<file path="config.mk">
export PLATFORM = sky130hd
export DESIGN_NAME = core_frontend
export DESIGN_NICKNAME = d
export VERILOG_FILES = /design/src/letc_core_pkg.sv /design/src/core_frontend.sv /design/src/core_s2.sv /design/src/fetch_fifo.sv /design/src/core_s1.sv /design/src/core_s1_control.sv /design/src/imem.sv
export SDC_FILE = /design/constraint.sdc
export NUM_CORES = 1
export LEC_CHECK = 0
export ABC_AREA = 1
export CORE_MARGIN = 10
export CORE_UTILIZATION = 60
export DETAILED_ROUTE_END_ITERATION = 12
export DONT_BUFFER_PORTS = 1
export GPL_ROUTABILITY_DRIVEN = 0
export HOLD_SLACK_MARGIN = 0.15
export PLACE_DENSITY = 0.76
export SYNTH_ARGS = -nofsm -noshare
export SYNTH_HDL_FRONTEND = slang
export SYNTH_HIERARCHICAL = 1
export SYNTH_SLANG_ARGS = --single-unit
export TNS_END_PERCENT = 5
</file>
<file path="constraint.sdc">
create_clock -name clk -period 6.8 [get_ports clk]
set_clock_uncertainty 0.05 [all_clocks]
set_input_delay 0 -clock clk [delete_from_list [all_inputs] [get_ports clk]]
set_output_delay 0 -clock clk [all_outputs]
set_load 0.05 [all_outputs]
</file>
<file path="src/program.hex">
// One RV32I instruction word per line, byte addresses 0x00 to 0x3c
00500093
FFF08113
002081B3
00812203
FE41AE23
00208863
FE019CE3
001000EF
00C08067
123452B7
FFFFF317
00000073
FFFFFFFF
404183B3
80028403
300024F3

</file>
<file path="src/letc_core_pkg.sv">
// Shared types and constants for the core front end
// Word type, fetch packet, decode result and RV32I opcode map

package letc_core_pkg;

    // Basic machine word, data or address
    typedef logic [31:0] word_t;

    localparam word_t RESET_PC = 32'h0000_0000; // First fetch address

    // Instruction memory geometry
    localparam int IMEM_WORDS = 16;
    localparam int IMEM_IDX_W = $clog2(IMEM_WORDS); // Index from pc[5:2]
    localparam string IMEM_INIT_FILE = "/design/src/program.hex";

    localparam int FIFO_DEPTH = 4; // Fetch buffer entries

    // RV32I base opcodes, bits 6:0
    localparam logic [6:0] OPC_LOAD   = 7'b000_0011;
    localparam logic [6:0] OPC_STORE  = 7'b010_0011;
    localparam logic [6:0] OPC_BRANCH = 7'b110_0011;
    localparam logic [6:0] OPC_JAL    = 7'b110_1111;
    localparam logic [6:0] OPC_JALR   = 7'b110_0111;
    localparam logic [6:0] OPC_OP     = 7'b011_0011;
    localparam logic [6:0] OPC_OP_IMM = 7'b001_0011;
    localparam logic [6:0] OPC_LUI    = 7'b011_0111;
    localparam logic [6:0] OPC_AUIPC  = 7'b001_0111;
    localparam logic [6:0] OPC_SYSTEM = 7'b111_0011;

    // Stage 1 to stage 2 packet
    typedef struct packed {
        word_t pc;
        word_t instr;
    } fetch_pkt_t;

    // Operation class seen by later stages
    typedef enum logic [3:0] {
        LOAD,
        STORE,
        BRANCH,
        JAL,
        JALR,
        OP,
        OP_IMM,
        LUI,
        AUIPC,
        SYSTEM,
        ILLEGAL // Anything outside the base set
    } op_class_t;

    // Decode result, 83 bits
    typedef struct packed {
        word_t       pc;
        op_class_t   op_class;
        logic [4:0]  rd;
        logic [4:0]  rs1;
        logic [4:0]  rs2;
        word_t       imm;      // Sign extended, zero when unused
    } decoded_t;

endpackage : letc_core_pkg
</file>
<file path="src/core_frontend.sv">
// Core front end
// Instruction memory, stage 1 fetch, fetch buffer and stage 2 decode

`timescale 1ns/100ps

module core_frontend
    import letc_core_pkg::*;
(
    input  logic     clk,
    input  logic     rst_n,
    input  logic     halt_req,
    input  logic     dec_stall,
    output logic     dec_valid,
    output decoded_t dec_out,
    output logic     halted
);

    word_t      imem_addr;
    word_t      imem_rdata;
    logic       push;
    fetch_pkt_t push_pkt;
    logic       fifo_full;   // Stage 2 busy seen by stage 1
    logic       fifo_empty;
    fetch_pkt_t fifo_head;
    logic       pop;

    imem imem_i (
        .clk   (clk),
        .addr  (imem_addr),
        .rdata (imem_rdata)
    );

    core_s1 core_s1_i (
        .clk        (clk),
        .rst_n      (rst_n),
        .halt_req   (halt_req),
        .s2_busy    (fifo_full),
        .imem_addr  (imem_addr),
        .imem_rdata (imem_rdata),
        .push       (push),
        .push_pkt   (push_pkt),
        .halted     (halted)
    );

    fetch_fifo #(
        .payload_t (fetch_pkt_t),
        .DEPTH     (FIFO_DEPTH)
    ) fetch_fifo_i (
        .clk   (clk),
        .rst_n (rst_n),
        .push  (push),
        .din   (push_pkt),
        .pop   (pop),
        .head  (fifo_head),
        .full  (fifo_full),
        .empty (fifo_empty)
    );

    core_s2 core_s2_i (
        .clk       (clk),
        .rst_n     (rst_n),
        .empty     (fifo_empty),
        .head      (fifo_head),
        .pop       (pop),
        .dec_stall (dec_stall),
        .dec_valid (dec_valid),
        .dec_out   (dec_out)
    );

endmodule : core_frontend

</file>
<file path="src/core_s2.sv">
// Stage 2 decode
// Pops fetch packets, classifies the opcode, pulls register fields,
// builds the immediate by format and registers the result

`timescale 1ns/100ps

module core_s2
    import letc_core_pkg::*;
(
    input  logic       clk,
    input  logic       rst_n,

    input  logic       empty,
    input  fetch_pkt_t head,
    output logic       pop,

    input  logic       dec_stall,  // Next stage not taking results
    output logic       dec_valid,
    output decoded_t   dec_out
);

    word_t      instr;
    logic [6:0] opcode;
    op_class_t  dec_class;
    word_t      dec_imm;
    decoded_t   dec_next;

    assign instr  = head.instr;
    assign opcode = instr[6:0];

    assign pop = ~empty & ~dec_stall;

    // Class and immediate by format
    always_comb begin
        dec_class = ILLEGAL;
        dec_imm   = '0;  // OP, SYSTEM, ILLEGAL
        case (opcode)
            OPC_LOAD: begin
                dec_class = LOAD;
                dec_imm   = {{20{instr[31]}}, instr[31:20]}; // I
            end
            OPC_STORE: begin
                dec_class = STORE;
                dec_imm   = {{20{instr[31]}}, instr[31:25], instr[11:7]}; // S
            end
            OPC_BRANCH: begin
                dec_class = BRANCH;
                dec_imm   = {{19{instr[31]}}, instr[31], instr[7], instr[30:25],
                             instr[11:8], 1'b0}; // B
            end
            OPC_JAL: begin
                dec_class = JAL;
                dec_imm   = {{11{instr[31]}}, instr[31], instr[19:12], instr[20],
                             instr[30:21], 1'b0}; // J
            end
            OPC_JALR: begin
                dec_class = JALR;
                dec_imm   = {{20{instr[31]}}, instr[31:20]};
            end
            OPC_OP:     dec_class = OP;
            OPC_OP_IMM: begin
                dec_class = OP_IMM;
                dec_imm   = {{20{instr[31]}}, instr[31:20]};
            end
            OPC_LUI: begin
                dec_class = LUI;
                dec_imm   = {instr[31:12], 12'h000}; // U
            end
            OPC_AUIPC: begin
                dec_class = AUIPC;
                dec_imm   = {instr[31:12], 12'h000};
            end
            OPC_SYSTEM: dec_class = SYSTEM;
            default:    dec_class = ILLEGAL;
        endcase
    end

    // Register fields taken raw from their fixed slots
    assign dec_next = '{pc: head.pc, op_class: dec_class, rd: instr[11:7],
                        rs1: instr[19:15], rs2: instr[24:20], imm: dec_imm};

    always_ff @(posedge clk, negedge rst_n) begin
        if (!rst_n) begin
            dec_valid <= 1'b0;
        end else begin
            dec_valid <= pop; // One result per pop
        end
    end

    // Result holds through a stall
    always_ff @(posedge clk) begin
        if (pop) begin
            dec_out <= dec_next;
        end
    end

endmodule : core_s2

</file>
<file path="src/fetch_fifo.sv">
// Fetch buffer
// Circular FIFO with read/write pointers and an occupancy count,
// payload type set by parameter

`timescale 1ns/100ps

module fetch_fifo
    import letc_core_pkg::*;
#(
    parameter type payload_t = fetch_pkt_t,
    parameter int  DEPTH     = FIFO_DEPTH
) (
    input  logic     clk,
    input  logic     rst_n,

    input  logic     push,
    input  payload_t din,

    input  logic     pop,
    output payload_t head,  // Oldest entry, valid when not empty

    output logic     full,
    output logic     empty
);

    localparam int PTR_W = (DEPTH > 1) ? $clog2(DEPTH) : 1;
    localparam int CNT_W = $clog2(DEPTH + 1);

    payload_t           mem [DEPTH]; // Entry storage
    logic [PTR_W-1:0]   wr_ptr;
    logic [PTR_W-1:0]   rd_ptr;
    logic [CNT_W-1:0]   count;
    logic               wr_en;
    logic               rd_en;

    assign wr_en = push & ~full;  // Overflow push dropped
    assign rd_en = pop & ~empty;  // Underflow pop ignored

    always_ff @(posedge clk) begin
        if (wr_en) begin
            mem[wr_ptr] <= din;
        end
    end

    always_ff @(posedge clk, negedge rst_n) begin
        if (!rst_n) begin
            wr_ptr <= '0;
            rd_ptr <= '0;
            count  <= '0;
        end else begin
            if (wr_en) begin
                wr_ptr <= (wr_ptr == PTR_W'(DEPTH - 1)) ? '0 : wr_ptr + 1'b1;
            end
            if (rd_en) begin
                rd_ptr <= (rd_ptr == PTR_W'(DEPTH - 1)) ? '0 : rd_ptr + 1'b1;
            end
            case ({wr_en, rd_en})
                2'b10:   count <= count + 1'b1;
                2'b01:   count <= count - 1'b1;
                default: count <= count;  // Both or neither
            endcase
        end
    end

    assign head  = mem[rd_ptr];
    assign full  = (count == CNT_W'(DEPTH));
    assign empty = (count == '0);

endmodule : fetch_fifo

</file>
<file path="src/core_s1.sv">
// Stage 1 fetch
// Holds the PC, addresses instruction memory so the returned word
// lines up with pc_ff, and pushes {pc, instr} into the fetch buffer

`timescale 1ns/100ps

module core_s1
    import letc_core_pkg::*;
(
    input  logic       clk,
    input  logic       rst_n,

    input  logic       halt_req,   // Exit instruction in M-mode
    input  logic       s2_busy,    // Buffer cannot take a packet

    output word_t      imem_addr,
    input  word_t      imem_rdata, // Word at pc_ff

    output logic       push,
    output fetch_pkt_t push_pkt,

    output logic       halted
);

    logic  s1_stall;    // Full, halted or halt request
    logic  fetch_valid; // imem_rdata holds a real fetch
    logic  advance;     // PC moves this cycle
    word_t pc_ff;
    word_t next_pc;

    core_s1_control core_s1_control_i (
        .clk      (clk),
        .rst_n    (rst_n),
        .halt_req (halt_req),
        .s2_busy  (s2_busy),
        .s1_stall (s1_stall),
        .halted   (halted)
    );

    // Sequential only, no redirects
    assign next_pc = pc_ff + 32'd4;

    // First cycle out of reset is spent reading RESET_PC
    assign advance = fetch_valid & ~s1_stall;

    always_ff @(posedge clk, negedge rst_n) begin
        if (!rst_n) begin
            pc_ff       <= RESET_PC;
            fetch_valid <= 1'b0;
        end else begin
            fetch_valid <= 1'b1;
            if (advance) begin
                pc_ff <= next_pc;
            end
        end
    end

    // Re-read pc_ff while held so rdata keeps matching it
    assign imem_addr = advance ? next_pc : pc_ff;

    // Packet pairs the word with its address
    assign push          = advance;
    assign push_pkt.pc    = pc_ff;
    assign push_pkt.instr = imem_rdata;

endmodule : core_s1

</file>
<file path="src/core_s1_control.sv">
// Stage 1 control
// Sticky halt flag plus the combined stage 1 stall

`timescale 1ns/100ps

module core_s1_control (
    input  logic clk,
    input  logic rst_n,
    input  logic halt_req, // Exit seen in M-mode downstream
    input  logic s2_busy,  // Fetch buffer full
    output logic s1_stall,
    output logic halted
);

    logic halted_ff;

    // Set on the first halt request, only reset clears it
    always_ff @(posedge clk, negedge rst_n) begin
        if (!rst_n) begin
            halted_ff <= 1'b0;
        end else if (halt_req) begin
            halted_ff <= 1'b1;
        end
    end

    assign halted = halted_ff;

    // Live request stalls in the same cycle, before the flag is set
    assign s1_stall = halted_ff | halt_req | s2_busy;

endmodule : core_s1_control

</file>
<file path="src/imem.sv">
// Instruction memory
// Synchronous read-only store, one cycle from address to data,
// contents loaded from a hex image at elaboration

`timescale 1ns/100ps

module imem
    import letc_core_pkg::*;
(
    input  logic  clk,
    input  word_t addr,
    output word_t rdata
);

    word_t                 rom [IMEM_WORDS]; // Program storage
    logic [IMEM_IDX_W-1:0] word_idx;

    initial begin
        $readmemh(IMEM_INIT_FILE, rom);
    end

    // Byte address to word index, upper bits ignored so fetch wraps
    assign word_idx = addr[IMEM_IDX_W+1:2];

    always_ff @(posedge clk) begin
        rdata <= rom[word_idx]; // Registered read
    end

endmodule : imem

</file>
Yosys cells after proc, flatten, opt, wreduce, memory -nomap -nowiden
Memories as Yosys holds them, arrays and structs flattened. Index checks and enable logic that the tools add are counted.

Word-level logic and storage cells: 58. RAM bits: 256. Bits of input ports: 4. Bits in registers: 157. Memories kept: 1. Output and inout port bits: 85.

Memory list: fetch_fifo_i.mem (words 4, bits a word 64, rd ports 1, clocked after Yosys merged registers in 0, wr ports 1, line fetch_fifo.sv:29) `payload_t mem [DEPTH];`.

Bitwise gates (word level): 10. Muxes and demuxes: 8. Equality and inequality tests: 15. Add/sub/neg operators: 5. Reduce and logical (&&, ||, !) cells: 4.

Operator list (number): $pmux 32 s5 (1); $pmux 4 s10 (1); $add 32x3->32 const B (1); $eq 7x7->1 const B (4); $eq 7x6->1 const B (3); $eq 7x5->1 const B (2); $eq 7x2->1 const B (1); $eq 2x2->1 const B (3); $mux 6 (1); $pmux 3 s2 (1); $add 2x1->2 const B (2); $and 1x1->1 (4); $mux 2 (2); $not 1->1 (4); $add 3x1->3 const B (1); $eq 3x3->1 const B (1); $logic_not 3->1 (1); $reduce_or 3->1 (1); $sub 3x1->3 const B (1); $eq 2x1->1 const B (1); $mux 1 (2); $or 1x1->1 (2); $reduce_bool 2->1 (1); $reduce_or 2->1 (1).

Longest topological paths before layout
Depth in word-level cells: 7. Depth in mapped cells: 17. Mapped depth without buffers: 17.

Modules after synthesis
The synthesis kept the hierarchy.

Modules (own cells, without submodules): fetch_fifo (instances 1, cells each 807, area each 10692.8 sq um); core_s2 (instances 1, cells each 216, area each 3214.3 sq um); core_s1 (instances 1, cells each 229, area each 1931.9 sq um); imem (instances 1, cells each 33, area each 244.0 sq um); core_s1_control (instances 1, cells each 5, area each 42.5 sq um).

Least setup slack after synthesis
OpenSTA, ideal clock, no wires.

Path kind: reg2reg. Start: register fetch_fifo_i.count[0]. End: register fetch_fifo_i.count[2]. Path slack: 1.078 ns. Cell stages (with the launch flop): 14. Clock period less this slack: 5.722 ns. Required time: 6.633 ns. Buffers on the path: 0. Arrival: 5.555 ns. Path through: dfrtp_1 -> inv_1 -> nand3_1 -> inv_1 -> nor2_1 -> nand2_1 -> inv_1 -> ha_1 -> inv_1 -> fa_1 -> nand2_1 -> nand3_1 -> nand2_1 -> nand2_1.

Elaborated cells between the ends (all ways): 16.

RTL lines: from (decl) (line fetch_fifo.sv:32) `logic [CNT_W-1:0] count;`; from (signal assigned) (line fetch_fifo.sv:58) `2'b10: count <= count + 1'b1;`; from (signal assigned) (line fetch_fifo.sv:59) `2'b01: count <= count - 1'b1;`; from (signal assigned) (line fetch_fifo.sv:60) `default: count <= count;`; $logic_not 3->1 (*) (line fetch_fifo.sv:67) `assign empty = (count == '0);`; via fifo_empty (line core_frontend.sv:23) `logic fifo_empty;`; $not 1->1 (*) (line core_s2.sv:31) `assign pop = ~empty & ~dec_stall;`; $and 1x1->1 (*) (line core_s2.sv:31); via pop (line core_frontend.sv:25) `logic pop;`; $and 1x1->1 (*) (line fetch_fifo.sv:37) `assign rd_en = pop & ~empty;`; via fetch_fifo_i.rd_en (line fetch_fifo.sv:34) `logic rd_en;`; $eq 2x1->1 or $eq 2x2->1 (tied branches) (line fetch_fifo.sv:57) `case ({wr_en, rd_en})`; $pmux 3 s2 or $reduce_bool 2->1 (tied branches).

Mark *: on every way through the listed nets, which the timed path passes. The rest lies on a longest branch. A chain may end at the register's enable or synchronous reset.

Worst setup path in the final report
Start: register core_s1_i.core_s1_control_i.halted_ff, in the netlist core_s1_i/core_s1_control_i/halted. End: memory fetch_fifo_i/mem[0][18] (netlist name), enable pin.

Longest elaborated chain between the ends: 7.

RTL lines: from (decl) (line core_s1_control.sv:15) `logic halted_ff;`; from (signal assigned) (line core_s1_control.sv:20) `halted_ff <= 1'b0;`; from (signal assigned) (line core_s1_control.sv:22) `halted_ff <= 1'b1;`; $or 1x1->1 (2 in a row) (line core_s1_control.sv:29) `assign s1_stall = halted_ff | halt_req | s2_busy;`; via core_s1_i.s1_stall (line core_s1.sv:25) `logic s1_stall;`; $not 1->1 (line core_s1.sv:44) `assign advance = fetch_valid & ~s1_stall;`; $and 1x1->1 (line core_s1.sv:44); via push (line core_frontend.sv:20) `logic push;`; $and 1x1->1 (line fetch_fifo.sv:36) `assign wr_en = push & ~full;`; $mux 1 (line fetch_fifo.sv:40) `if (wr_en) begin`; $mux 1 (not written as such) (line fetch_fifo.sv:41) `mem[wr_ptr] <= din;`; to (decl) (line fetch_fifo.sv:29).

The timed path passes the listed nets, and every way through them passes these cells.

==> out/results.ini <==
[setup_path]
end_kind = register
r2r_setup_slack_ns = 3.32
worst-r2r-cell-count = 8
r2r-end = fetch_fifo_i/mem[0][18]
critical_path.slowest_cell = nor2_4
path_class = reg -> reg
max_stage_delay_ns = 0.86
start_kind = register
rr_startpoint = core_s1_i/core_s1_control_i/halted
arrival_ns = 3.59
cp_max_fo = 33
crit_chain = nor2_2 -> nand2_1 -> inv_1 -> nand2_2 -> inv_1 -> nand2_1 -> nor2_4 -> buf_4
cp_data_required_time_ns = 6.91

[die]
die_area_mm2 = 0.0338
core_area_mm2 = 0.0262
die_w_um = 184
start_util_pct = 61.5
fp-row-count = 59
num_io_pins = 89
die_h_um = 184

[cts]
clockRootBuffer = clkbuf_16
clk_latency_ns = 0.53
cts_buffers = 40
cts_setup_buffers = 0
cts_tree = done
clkTransAtPathRegs_ns = 0.06
htree_levels = 2
cts.sinks = 379
clk_path_buf_depth = 3

[sta]
max_freq_mhz = 288
max_slew.worst_pin.slew_ns = 1.01
slew_headroom_pct = 32.7
tns_ns = 0
rsz0062_at_grt = false
hold_viol = 0
setup_violations = 0
whs_ns = 0.385
period_share_pct = 51.1
finalCriticalPeriod_ns = 3.48
slew_violations = 0

[drt]
drc_errors = 0
drtAntennaViolNets = 0
wl_um = 28400
drt_iter0_drc = 742
drt-vias-per-instance = 5.36
via_count = 8742
firstDrtPassIters = 5
wl_per_cell_um = 17.4

[synth]
avgSynthCellArea_um2 = 12.5
netlist_instances = 1288
yosys_warnings = 6
syn_area_mm2 = 0.0161

[layout]
n_antenna_cell = 0
nFillCells = 1796
final_common_cell = edfxtp_1
syn2layout_area_growth_pct = 7.49
drive_gt1_share_pct = 9.50
mostFrequentLayoutCells = 339 x edfxtp_1, 318 x nand2_1, 175 x inv_1
fin_nets = 1278

[pwr]
power_density_mw_per_mm2 = 406
ir_worst_vdd_mv = 0.260
p_leak_nw = 6.85

[placed_design]
dp_hpwl_um = 17200
io_buffer_count = 0

[grt]
grt_usage_pct = 16.8
grt_max_degree = 103
grt_pass1_vias = 8447
grt_pass1_wl_um = 45000
grt_remaining_overflow = 0
antenna_found_initial = 0

[worst_hold_path]
min_path_type = in -> reg
worstHoldStart = dec_stall
holdPathEnd = fetch_fifo_i/rd_ptr[1]
holdPathStages = 4

[job]
drv_cap = 0

[run_status]
outcome = completed

==> routing by layer <==
metal / GRT usage, % / part of all wire (%)
met1: 21.2 / 43
met2: 28.6 / 50
met3: 3.10 / 4.9
met4: 5.83 / 2.3
met5: 0 / 0
==> power by group <==
part	total [mW]	internal (mW)	switching (mW)
clock network	2.22	1.37	0.853
registers	3.63	2.85	0.780
logic	1.18	0.340	0.845
==> worst max-delay path, delay by kind of cell, from the launching register on <==
kind | cells | cell delay, ns
simple gates | 5 | 1.59
buf+inv | 3 | 0.86
flops | 1 | 0.57
==> cell type report <==
type	count	area, um2	area share (%)
multi-input combinational	651	3520	20.3
tap	335	419	2.42
clock inverter	25	317	1.83
clock buffer	46	1040	6.03
inverter	178	668	3.86
timing repair buffer	16	165	0.954
sequential	379	11200	64.6
==> flip-flops by register name, indices dropped and copies added, names as in the netlist <==
| register | cells |
|---|---|
| core_s1_i/fetch_valid | 1 |
| fetch_fifo_i/count | 3 |
| core_s2_i/dec_out | 83 |
| fetch_fifo_i/rd_ptr | 2 |
| fetch_fifo_i/wr_ptr | 2 |
| core_s1_i/core_s1_control_i/halted | 1 |
| core_s2_i/dec_valid | 1 |
| fetch_fifo_i/mem | 256 |
| core_s1_i/pc_ff | 30 |
==> through the flow <==
stage               setup slack, ns  std cells  power (mW)  util, %  cell area [um2]
floorplan                      1.08       1320        4.69        -            16200
global placement               3.36       1552        4.83     60.5            15900
detailed placement             3.30       1552        4.86     60.5            15900
CTS                            3.28       1630        7.10     66.1            17300
global route                   3.09       1630        7.37     66.1            17300
finish                         3.32       1630        7.04     66.1            17300
==> worst max path at each step <==
stage / depth (start not counted) / start / to / slack, ns
after floorplan: 13 / fetch_fifo_i/count[0] / fetch_fifo_i/count[2] / 1.08
after global placement: 8 / core_s1_i/core_s1_control_i/halted / fetch_fifo_i/mem[0][27] / 3.36
after detailed placement: 8 / core_s1_i/core_s1_control_i/halted / fetch_fifo_i/mem[0][27] / 3.30
after CTS: 8 / core_s1_i/core_s1_control_i/halted / fetch_fifo_i/mem[0][18] / 3.28
after global routing: 8 / core_s1_i/core_s1_control_i/halted / fetch_fifo_i/mem[0][3] / 3.09
final: 8 / core_s1_i/core_s1_control_i/halted / fetch_fifo_i/mem[0][18] / 3.32
==> what timing repair did <==
item	in CTS	in global routing
endpoints found under the hold margin	90	0
hold buffers	7	0
gates resized for setup	0	0
(Power assumes the default switching activity.)
